[config.mk]
export PLATFORM = sky130hd
export DESIGN_NAME = alu_top
export DESIGN_NICKNAME = d
export VERILOG_FILES = /design/src/common/alu_pkg.sv /design/src/verilog/alu_top.sv /design/src/verilog/result_stage.sv /design/src/bit_manip/bit_manip_unit.sv /design/src/fx_arith/fx_arith_unit.sv /design/src/verilog/issue_sequencer.sv
export SDC_FILE = /design/constraint.sdc
export NUM_CORES = 1
export LEC_CHECK = 0
export ABC_CLOCK_PERIOD_IN_PS = 16500
export BUFFER_PORTS_ARGS = -buffer_cell sky130_fd_sc_hd__buf_2
export CAP_MARGIN = 25
export CELL_PAD_IN_SITES_DETAIL_PLACEMENT = 0
export CELL_PAD_IN_SITES_GLOBAL_PLACEMENT = 1
export CORE_MARGIN = 4
export CORE_UTILIZATION = 35
export CTS_CLUSTER_DIAMETER = 200
export CTS_CLUSTER_SIZE = 10
export DETAILED_ROUTE_END_ITERATION = 8
export GPL_TIMING_DRIVEN = 0
export PLACE_DENSITY = 0.69
export SETUP_SLACK_MARGIN = 0.02
export SLEW_MARGIN = 40
export SYNTH_ARGS = -nofsm -noshare
export SYNTH_HDL_FRONTEND = slang
export SYNTH_SLANG_ARGS = --single-unit
[constraint.sdc]
create_clock -name i_clk -period 16.5 [get_ports i_clk]
set_input_delay 1.65 -clock i_clk [delete_from_list [all_inputs] [get_ports i_clk]]
set_output_delay 1.65 -clock i_clk [all_outputs]
set_load 0.02 [all_outputs]
[src/common/alu_pkg.sv]
package alu_pkg;

    // opcodes; 4 and 8..15 reserved
    typedef enum logic [3:0] {
        OP_FXADD = 4'd0,
        OP_FXSUB = 4'd1,
        OP_FXMUL = 4'd2,
        OP_FXMAC = 4'd3,
        OP_CLZ   = 4'd5,
        OP_LRCW  = 4'd6,
        OP_LFSR  = 4'd7
    } alu_op_e;

    // issue sequencer states
    typedef enum logic [1:0] {
        ST_RESET = 2'd0,  // busy, not valid
        ST_IDLE  = 2'd1,  // first cycle out of reset, quiet
        ST_BUSY  = 2'd2,
        ST_VALID = 2'd3
    } seq_state_e;

    typedef struct packed {
        logic busy;
        logic valid;
    } seq_status_t;

endpackage
[src/verilog/alu_top.sv]
`timescale 1ns/1ps

module alu_top #(
    parameter int  INT_W  = 6,
    parameter int  FRAC_W = 10,
    localparam int DATA_W = INT_W + FRAC_W
) (
    input  logic                     i_clk,
    input  logic                     i_rst_n,
    input  logic signed [DATA_W-1:0] i_data_a,
    input  logic signed [DATA_W-1:0] i_data_b,
    input  logic        [3:0]        i_inst,
    output logic                     o_valid,
    output logic                     o_busy,
    output logic        [DATA_W-1:0] o_data
);

    alu_pkg::alu_op_e     op;
    alu_pkg::seq_status_t status;
    logic [DATA_W-1:0]    fx_result;
    logic [DATA_W-1:0]    bit_result;
    logic [DATA_W-1:0]    acc;

    assign op = alu_pkg::alu_op_e'(i_inst);

    issue_sequencer issue_sequencer_inst (
        .i_clk    (i_clk),
        .i_rst_n  (i_rst_n),
        .o_status (status)
    );

    fx_arith_unit #(
        .INT_W  (INT_W),
        .FRAC_W (FRAC_W)
    ) fx_arith_unit_inst (
        .i_op     (op),
        .i_data_a (i_data_a),
        .i_data_b (i_data_b),
        .i_acc    (acc),        // mac reads back the last valid result
        .o_result (fx_result)
    );

    bit_manip_unit #(
        .DATA_W (DATA_W)
    ) bit_manip_unit_inst (
        .i_op     (op),
        .i_data_a (i_data_a),
        .i_data_b (i_data_b),
        .o_result (bit_result)
    );

    result_stage #(
        .DATA_W (DATA_W)
    ) result_stage_inst (
        .i_clk        (i_clk),
        .i_rst_n      (i_rst_n),
        .i_op         (op),
        .i_status     (status),
        .i_fx_result  (fx_result),
        .i_bit_result (bit_result),
        .o_acc        (acc),
        .o_data       (o_data),
        .o_valid      (o_valid),
        .o_busy       (o_busy)
    );

endmodule

[src/verilog/result_stage.sv]
`timescale 1ns/1ps

module result_stage #(
    parameter int DATA_W = 16
) (
    input  logic                 i_clk,
    input  logic                 i_rst_n,
    input  alu_pkg::alu_op_e     i_op,
    input  alu_pkg::seq_status_t i_status,
    input  logic [DATA_W-1:0]    i_fx_result,
    input  logic [DATA_W-1:0]    i_bit_result,
    output logic [DATA_W-1:0]    o_acc,
    output logic [DATA_W-1:0]    o_data,
    output logic                 o_valid,
    output logic                 o_busy
);

    always_comb begin
        case (i_op)
            alu_pkg::OP_FXADD, alu_pkg::OP_FXSUB, alu_pkg::OP_FXMUL, alu_pkg::OP_FXMAC:
                o_data = i_fx_result;
            alu_pkg::OP_CLZ, alu_pkg::OP_LRCW, alu_pkg::OP_LFSR:
                o_data = i_bit_result;
            default:
                o_data = '0;  // reserved
        endcase
    end

    // accumulator takes each valid result
    always_ff @(posedge i_clk or negedge i_rst_n) begin
        if (!i_rst_n) begin
            o_acc <= '0;
        end else if (i_status.valid) begin
            o_acc <= o_data;
        end
    end

    assign o_valid = i_status.valid;
    assign o_busy  = i_status.busy;

    // reserved result seen through the accumulator
    a_reserved_zero: assert property (
        @(posedge i_clk) disable iff (!i_rst_n)
        i_status.valid &&
        !(i_op inside {alu_pkg::OP_FXADD, alu_pkg::OP_FXSUB, alu_pkg::OP_FXMUL,
                       alu_pkg::OP_FXMAC, alu_pkg::OP_CLZ, alu_pkg::OP_LRCW,
                       alu_pkg::OP_LFSR}) |=> (o_acc == '0)
    ) else $error("reserved opcode left a nonzero accumulator");

endmodule

[src/bit_manip/bit_manip_unit.sv]
`timescale 1ns/1ps

module bit_manip_unit #(
    parameter int DATA_W = 16
) (
    input  alu_pkg::alu_op_e  i_op,
    input  logic [DATA_W-1:0] i_data_a,
    input  logic [DATA_W-1:0] i_data_b,
    output logic [DATA_W-1:0] o_result
);

    localparam int CNT_W = $clog2(DATA_W + 1);

    logic [CNT_W-1:0]  lead_zeros;
    logic [CNT_W-1:0]  ones;
    logic [DATA_W-1:0] rotated;
    logic [DATA_W-1:0] wrap_mask;
    logic [DATA_W-1:0] lfsr_state;

    // one shift with feedback from the four top taps
    function automatic logic [DATA_W-1:0] lfsr_next(input logic [DATA_W-1:0] s);
        logic fb;
        fb = s[DATA_W-1] ^ s[DATA_W-3] ^ s[DATA_W-4] ^ s[DATA_W-6];
        return {s[DATA_W-2:0], fb};
    endfunction

    // highest set bit wins
    always_comb begin
        lead_zeros = CNT_W'(DATA_W);
        for (int i = 0; i < DATA_W; i++) begin
            if (i_data_a[i]) begin
                lead_zeros = CNT_W'(DATA_W - 1 - i);
            end
        end
    end

    always_comb begin
        ones = '0;
        for (int i = 0; i < DATA_W; i++) begin
            ones = ones + CNT_W'(i_data_a[i]);
        end
    end

    assign rotated   = (i_data_b << ones) | (i_data_b >> (DATA_W - ones));
    assign wrap_mask = ~({DATA_W{1'b1}} << ones);  // the bits that wrapped around

    always_comb begin
        lfsr_state = i_data_a;
        for (int step = 1; step <= 8; step++) begin
            if (i_data_b >= DATA_W'(step)) begin
                lfsr_state = lfsr_next(lfsr_state);
            end
        end
        if (i_data_b > DATA_W'(8)) begin
            lfsr_state = '0;  // step count out of range
        end
    end

    always_comb begin
        case (i_op)
            alu_pkg::OP_CLZ:  o_result = DATA_W'(lead_zeros);
            alu_pkg::OP_LRCW: o_result = rotated ^ wrap_mask;
            alu_pkg::OP_LFSR: o_result = lfsr_state;
            default:          o_result = '0;
        endcase
    end

endmodule

[src/fx_arith/fx_arith_unit.sv]
`timescale 1ns/1ps

module fx_arith_unit #(
    parameter int  INT_W  = 6,
    parameter int  FRAC_W = 10,
    localparam int DATA_W = INT_W + FRAC_W
) (
    input  alu_pkg::alu_op_e         i_op,
    input  logic signed [DATA_W-1:0] i_data_a,
    input  logic signed [DATA_W-1:0] i_data_b,
    input  logic signed [DATA_W-1:0] i_acc,
    output logic        [DATA_W-1:0] o_result
);

    // wide enough for a full product plus the scaled accumulator
    localparam int WIDE_W = 2 * DATA_W + 1;

    localparam logic signed [WIDE_W-1:0] SAT_MAX =
        {{(DATA_W + 2){1'b0}}, {(DATA_W - 1){1'b1}}};
    localparam logic signed [WIDE_W-1:0] SAT_MIN =
        {{(DATA_W + 2){1'b1}}, {(DATA_W - 1){1'b0}}};

    logic signed [WIDE_W-1:0] add_wide;
    logic signed [WIDE_W-1:0] sub_wide;
    logic signed [WIDE_W-1:0] prod;
    logic signed [WIDE_W-1:0] acc_scaled;
    logic signed [WIDE_W-1:0] prod_sel;
    logic signed [WIDE_W-1:0] prod_round;

    // clamp to the word range
    function automatic logic [DATA_W-1:0] sat_word(input logic signed [WIDE_W-1:0] v);
        logic [DATA_W-1:0] w;
        if (v > SAT_MAX) begin
            w = {1'b0, {(DATA_W - 1){1'b1}}};
        end else if (v < SAT_MIN) begin
            w = {1'b1, {(DATA_W - 1){1'b0}}};
        end else begin
            w = v[DATA_W-1:0];
        end
        return w;
    endfunction

    assign add_wide = i_data_a + i_data_b;
    assign sub_wide = i_data_a - i_data_b;

    // product carries 2*FRAC_W fraction bits, so the accumulator is lifted by FRAC_W
    assign prod       = i_data_a * i_data_b;
    assign acc_scaled = i_acc <<< FRAC_W;
    assign prod_sel   = (i_op == alu_pkg::OP_FXMAC) ? prod + acc_scaled : prod;

    // round half up on the first dropped bit
    assign prod_round = (prod_sel >>> FRAC_W) + $signed({1'b0, prod_sel[FRAC_W-1]});

    always_comb begin
        case (i_op)
            alu_pkg::OP_FXADD: o_result = sat_word(add_wide);
            alu_pkg::OP_FXSUB: o_result = sat_word(sub_wide);
            alu_pkg::OP_FXMUL,
            alu_pkg::OP_FXMAC: o_result = sat_word(prod_round);
            default:           o_result = '0;
        endcase
    end

    // like-signed operands can only saturate, never wrap across zero
    always_comb begin
        if (i_op == alu_pkg::OP_FXADD && i_data_a[DATA_W-1] == i_data_b[DATA_W-1]) begin
            a_add_sign: assert final (o_result[DATA_W-1] == i_data_a[DATA_W-1])
                else $error("fx add flipped the sign of like-signed operands");
        end
    end

endmodule

[src/verilog/issue_sequencer.sv]
`timescale 1ns/1ps

module issue_sequencer (
    input  logic                 i_clk,
    input  logic                 i_rst_n,
    output alu_pkg::seq_status_t o_status
);

    alu_pkg::seq_state_e state;
    alu_pkg::seq_state_e state_nxt;

    always_comb begin
        case (state)
            alu_pkg::ST_RESET: state_nxt = alu_pkg::ST_IDLE;
            alu_pkg::ST_IDLE:  state_nxt = alu_pkg::ST_BUSY;
            alu_pkg::ST_BUSY:  state_nxt = alu_pkg::ST_VALID;
            default:           state_nxt = alu_pkg::ST_BUSY;  // valid goes back to busy
        endcase
    end

    always_ff @(posedge i_clk or negedge i_rst_n) begin
        if (!i_rst_n) begin
            state <= alu_pkg::ST_RESET;
        end else begin
            state <= state_nxt;
        end
    end

    assign o_status.busy  = (state == alu_pkg::ST_RESET) || (state == alu_pkg::ST_BUSY);
    assign o_status.valid = (state == alu_pkg::ST_VALID);

    // never both at once, reset included
    a_busy_valid_excl: assert property (
        @(posedge i_clk) !(o_status.busy && o_status.valid)
    ) else $error("busy and valid high together");

    // free-running rhythm leaves a gap after every valid
    a_valid_gap: assert property (
        @(posedge i_clk) disable iff (!i_rst_n)
        o_status.valid |=> !o_status.valid
    ) else $error("valid high on consecutive cycles");

endmodule

==> reports/qor.csv, run 1 <==
metric;value;unit
Die Area;59600;um2
Data arrival, critical path;14.27;ns
share of post-route cells with drive strength above 1;5.70;%
die width;244;um
Post-Syn Instances;2589;
busiest grt layer;met2;
grt total ovfl;0;
DR vias;19528;
status;complete, no violations;
CTS sink cnt;18;
Routed WL per cell;24.7;um
remaining antenna violation count;0;
cts bufs inserted;3;
post-layout util;37.8;%
MaxCap Viol Count;0;
Worst Hold Class;reg2reg;
CP required;14.85;ns
DRT iter0 DRCs;1768;
first-pass GRT wire length;126000;um
row count;86;
clk_lat worst skew;0.25;ns
RSZ-0062 raised after global routing;no;
worst slew pin tran;0.990;ns
Slew Limit Fails;0;
final hold violations;0;
largest net degree at the start of global routing;19;
slowest stage cell, crit path;a211oi_1;
Worst Skew;0.00311;ns
Ys Warns;0;
TritonRoute pass-1 iters;6;
Seq/Total Area, Yosys;2.31;%
flops & latches, synth;18;
setup violators final;0;
Post-Route WL;84000;um
Buf/Inv on CP;13;
vias in the first global route;19894;
Synth cell types;101;
DRC viols;0;
crit-path max cell delay;0.75;ns
ys flop type;dfrtp_1;
Final TNS setup;0;ns
CP max FO;10;
Area Growth Syn to Fin;6.85;%
register area;450;um2
Syn Std Cell Area;19500;um2
number of vias per cell;5.75;
Core Area;55200;um2
Synth Net Count;3049;
Fill cells;5928;
Post-Syn Area per Cell;7.54;um2
Final min period;15.92;ns
Initial Utilization;35.4;%
Top delay family on crit path;adder cells;
FFs w/ async S/R, synth;100;%
Multi-input gate area;17100;um2
Fmax achieved;62.8;MHz
register clock-pin slew on the reported worst setup and hold paths;0.06;ns
Post-synth EDFFs;0;
Ports;56;
crit path capture type;output port;
r2r setup slk;11.30;ns
GPL Wtd Cong;0.984;
nets;3108;
crit share post-route;96.5;%
H-Tree Depth;1;
Die Y;244;um
CP startpoint kind;primary input;
antenna violations before repair;1;
crit path kind;in2out;
GRT Total Usage;27.5;%
CTS tree;done;
DPL Wire Length;71000;um
GR met1 Demand/Resource;36.9;%
Slew Limit Headroom;34.0;%
Top cell by count, worst path;fa_1;
GR Util met2;45.7;%
clk root buf;clkbuf_16;
GR Layer Usage met3;3.94;%
hold_buf cts;0;
CTS max path bufs;2;
input/output buffers;52;
[final cells by class]
| class | instances | share of cell area, % |
|---|---|---|
| buffer | 149 | 2.86 |
| clock buffer | 4 | 0.426 |
| multi-input combinational | 2035 | 81.8 |
| tap | 748 | 4.49 |
| inverter | 387 | 6.97 |
| antenna | 1 | 0.0120 |
| timing repair buffer | 54 | 1.31 |
| sequential | 18 | 2.16 |
[stage by stage]
step	std cells	area [um2]	hold WS [ns]	setup WS (ns)
3_5_place_dp	3390	20700	0.441	0.578
3_3_place_gp	3389	20700	0.441	0.642
6_report	3396	20900	0.447	0.584
5_1_grt	3395	20800	0.500	0.114
2_1_floorplan	2589	19500	0.439	3.50
4_1_cts	3394	20800	0.449	0.544
[timing repair]
| action | in CTS | in global routing |
|---|---|---|
| gates resized for setup | 0 | 2 |
| endpoints found under the setup margin | 0 | 12 |
| setup buffers | 0 | 0 |
[routing by layer]
metal	wire [um]	vias to the layer above
met5	7	-
met4	3580	2
met3	5960	182
met2	38700	774
met1	35700	9736
li1	-	8834
[state kept, by name (all words and copies together), names as in the netlist]
| register | count |
|---|---|
| result_stage_inst.o_acc | 16 |
| issue_sequencer_inst.state | 2 |
[placed cells by master (no fill, tap or decap), types with 21 or more instances in the layout]
cell      netlist  layout
inv_1         378     378
nor2_1        279     279
fa_1          274     274
nand2_1       262     262
a21oi_1       160     160
ha_1          148     148
o21ai_0       114     113
clkbuf_1      114     112
buf_2          11      64
xnor2_1        57      57
nor3_1         55      55
and2_1         54      54
mux2i_1        49      49
nand3_1        46      46
a211oi_1       37      37
o211ai_1       32      32
xor2_1         32      30
a31oi_1        29      28
a21o_1         27      27
o21a_1         25      25
o22ai_1        23      23
nand4_1        21      21
[logic make-up (layout without fill, tap and decap cells)]
kind of cell	Yosys count	count (layout)	share of synthesized area [%]
other cells	0	1	0
compound gates	606	606	21.0
flops	18	18	2.31
simple gates	844	844	20.1
xor+xnor	91	91	4.23
mux	72	72	4.30
fa+ha+maj	422	422	37.6
buf+inv	536	594	10.5
[final timing paths]
kind | startpoint | cells past startpoint | to
min in group asynchronous | i_rst_n | 1 | issue_sequencer_inst.state[1]
hold reg to reg | issue_sequencer_inst.state[0] | 1 | issue_sequencer_inst.state[0]
max in group asynchronous | i_rst_n | 1 | result_stage_inst.o_acc[11]
setup reg to reg | result_stage_inst.o_acc[2] | 15 | result_stage_inst.o_acc[13]
setup / recovery | i_data_b[1] | 39 | o_data[0]
hold / removal | issue_sequencer_inst.state[0] | 1 | issue_sequencer_inst.state[0]
[synthesized netlist by cell type, drive strengths merged, types with 10 or more instances]
| cell | count | area (um2) |
|---|---|---|
| buf | 35 | 164 |
| a21oi | 162 | 826 |
| nand2b | 18 | 113 |
| a31oi | 30 | 203 |
| nor2b | 11 | 68.8 |
| inv | 382 | 1430 |
| mux2i | 49 | 490 |
| o21a | 25 | 188 |
| and2 | 54 | 338 |
| a211oi | 42 | 348 |
| nand4 | 23 | 156 |
| mux2 | 15 | 169 |
| nand2 | 263 | 990 |
| nor3 | 55 | 275 |
| xor2 | 32 | 280 |
| nor4 | 19 | 131 |
| dfrtp | 18 | 450 |
| nor2 | 280 | 1050 |
| o21bai | 20 | 150 |
| clkbuf | 114 | 428 |
| nand3 | 48 | 250 |
| o21ai | 118 | 591 |
| o221ai | 11 | 103 |
| xnor2 | 57 | 499 |
| and3 | 16 | 100 |
| o22ai | 23 | 144 |
| fa | 274 | 5490 |
| o211ai | 33 | 253 |
| o31ai | 10 | 88.8 |
| ha | 148 | 1850 |
| or3 | 19 | 119 |
| a21o | 27 | 203 |
Power of run 1 is left out: the tool's default activity adds up to more than one toggle a clock period on the data nets, which glitch-free logic cannot reach.
==> run 2: changes to the inputs <==
--- a/config.mk
+++ b/config.mk
@@ -10,6 +10,7 @@
 export CAP_MARGIN = 25
 export CELL_PAD_IN_SITES_DETAIL_PLACEMENT = 0
 export CELL_PAD_IN_SITES_GLOBAL_PLACEMENT = 1
+export CORE_ASPECT_RATIO = 1.75
 export CORE_MARGIN = 4
 export CORE_UTILIZATION = 35
 export CTS_CLUSTER_DIAMETER = 200
==> constraint.sdc (replaced) <==
create_clock -name i_clk -period 16.5 [get_ports i_clk]
set_input_delay 4.125 -clock i_clk [delete_from_list [all_inputs] [get_ports i_clk]]
set_output_delay 4.125 -clock i_clk [all_outputs]
set_load 0.02 [all_outputs]
==> run 2 against run 1 <==
Compared with the run above: the flow now finishes with violations (negative setup slack); largest cell class unchanged; highest routed layer is now met4; register-to-register slack gained 0.35 ns; sequential share of layout area shrank 0.39 points; setup slack lost 1.6 ns; worst hold slack gained 0.0019 ns; non-clock buffer count grew 177; core utilization grew 8.2 points; via count grew 6.8%; sequential cell count is the same.
==> reports/qor.csv, run 2 (same netlist as run 1, synthesis figures left out) <==
metric;value;unit;change
Crit. path cell count;42;;+7.7%
cts bufs inserted;3;;unchanged
DPL Wire Length;77300;um;+8.8%
clk_lat worst skew;0.25;ns;about the same
share of post-route cells with drive strength above 1;24.7;%;+19 points
CTS max path bufs;2;;unchanged
GRT Total Usage;31.2;%;+3.7 points
DRT iter0 DRCs;1419;;-20%
Initial Utilization;35.4;%;unchanged
worst slew pin tran;0.909;ns;-0.0817 ns
first-pass GRT wire length;141000;um;+12%
Routed WL per cell;27.3;um;+10%
H-Tree Depth;1;;unchanged
final hold violations;0;;unchanged
Final WS setup;-1.07;ns;-1.65 ns
status;finished with violations;;
Slew Limit Fails;0;;unchanged
most common library cell in the layout ignoring fill and taps;inv_1;;
crit path capture type;output port;;
most frequent cells in the layout;inv_1 (339), fa_1 (255), nor2_1 (250), nand2_1 (240), buf_4 (189);;
Fill cells;5492;;-7.4%
Top delay family on crit path;adder cells;;
worst r2r src;result_stage_inst.o_acc[0];;
worst-case reg-to-reg path depth;22;;+7
Worst Hold Class;reg2reg;;
Ports;56;;unchanged
register area;450;um2;unchanged
Core Area;55200;um2;unchanged
CTS sink cnt;18;;unchanged
Slew Limit Headroom;38.8;%;+4.8 points
crit share post-route;106;%;+10 points
Data arrival, critical path;13.44;ns;-0.83 ns
Largest Register;result_stage_inst.o_acc;;
violated checks;negative setup slack;;
Multi-input gate area;19000;um2;+11%
worst reg2reg path endpoint;result_stage_inst.o_acc[6];;
DRC viols;0;;unchanged
DR vias;20864;;+6.8%
setup violators final;16;;+16
slowest stage cell, crit path;or4b_4;;
Fmax achieved;56.9;MHz;-9.4%
Post-Route WL;96000;um;+14%
die width;186;um;-24%
Final min period;17.57;ns;+1.65 ns
largest net degree at the start of global routing;19;;unchanged
input/output buffers;52;;unchanged
GPL Wtd Cong;1.05;;+6.7%
hold_sp;issue_sequencer_inst.state[0];;
Area Growth Syn to Fin;30.0;%;
Largest regs;result_stage_inst.o_acc: 16 flops, issue_sequencer_inst.state: 2 flops;;
vias in the first global route;22115;;+11%
Top cell by count, worst path;buf_4;;
WHS Path Cells;1;;unchanged
MaxCap Viol Count;0;;unchanged
nets;3285;;+5.7%
remaining antenna violation count;0;;unchanged
crit-path max cell delay;0.59;ns;-0.16 ns
post-layout util;46.0;%;+8.2 points
Die Y;320;um;+31%
Die Area;59700;um2;+0.25%
antenna violations before repair;2;;+1
RSZ-0062 raised after global routing;yes;;
r2r setup slk;11.65;ns;+0.35 ns
TritonRoute pass-1 iters;7;;+1
CP required;12.38;ns;-2.47 ns
Buf/Inv on CP;16;;+3
Min-Delay Endpoint;issue_sequencer_inst.state[0];;
number of vias per cell;5.93;;+3.1%
clk root buf;clkbuf_16;;
CP startpoint kind;primary input;;
Worst Skew;0.00156;ns;-0.00155 ns
CTS tree;done;;
CP max FO;10;;unchanged
row count;114;;+33%
grt total ovfl;0;;unchanged
crit path kind;in2out;;
register clock-pin slew on the reported worst setup and hold paths;0.05;ns;about the same
max FFs per register;16;;unchanged
==> run 2: metrics by stage <==
| stage | area [um2] | setup TNS (ns) | hold slack [ns] | cells | setup slack (ns) |
|---|---|---|---|---|---|
| floorplan | 20000 | -5.71 | 0.439 | 2589 | -0.465 |
| global placement | 21100 | -48.19 | 0.432 | 3337 | -3.10 |
| detailed placement | 21200 | -47.79 | 0.438 | 3339 | -3.13 |
| CTS | 24600 | -14.63 | 0.446 | 3474 | -1.01 |
| global route | 25400 | -20.08 | 0.477 | 3519 | -1.36 |
| finish | 25400 | -15.54 | 0.449 | 3520 | -1.07 |
==> run 2: what timing repair did <==
item	CTS	global route
setup endpoints to repair	16	16
buffers inserted	142	48
pin swaps	163	111
endpoints found under the hold margin	0	0
hold buffers	0	0
gates resized for setup	498	99
cloned	3	0
==> run 2: layout make-up <==
type | instances | share of cell area, %
Timing Repair Buffer | 245 | 7.84
Sequential cell | 18 | 1.77
Tap cell | 696 | 3.43
Antenna cell | 1 | 0.00986
Buffer | 135 | 5.88
Clock buffer | 3 | 0.296
Inverter | 387 | 6.05
Multi-Input combinational cell | 2035 | 74.7
==> run 2: worst max-delay path by stage <==
| stage | start | endpoint | slack, ns |
|---|---|---|---|
| floorplan | i_data_b[1] | o_data[0] | -0.47 |
| global placement | i_data_b[9] | o_data[5] | -3.10 |
| detailed placement | i_data_b[9] | o_data[5] | -3.13 |
| CTS | i_data_a[10] | o_data[5] | -1.01 |
| global route | i_data_b[1] | o_data[0] | -1.36 |
| finish | i_data_b[1] | o_data[5] | -1.07 |
==> run 2: worst register-to-register path: cells and delay by family (launching register included) <==
kind	cells	cell delay, ns
buffers and inverters	7	0.86
XOR/XNOR	2	0.31
AO/OA/AOI/OAI	6	1.06
adder cells (fa/ha/maj)	2	0.56
AND/OR/NAND/NOR	5	1.55
flip-flops	1	0.42
==> run 2: per-layer routing <==
layer  track usage, %  routed length (um)  share of wire [%]  up-vias
li1                 -                   -                  -     9202
met2             57.3               48800                 51      973
met1             31.3               31200                 32    10240
met3             3.68                5090                5.3      449
met4             26.1               10900                 11        0
met5                0                   0                  0        -
Power of run 2 is left out for the same reason.
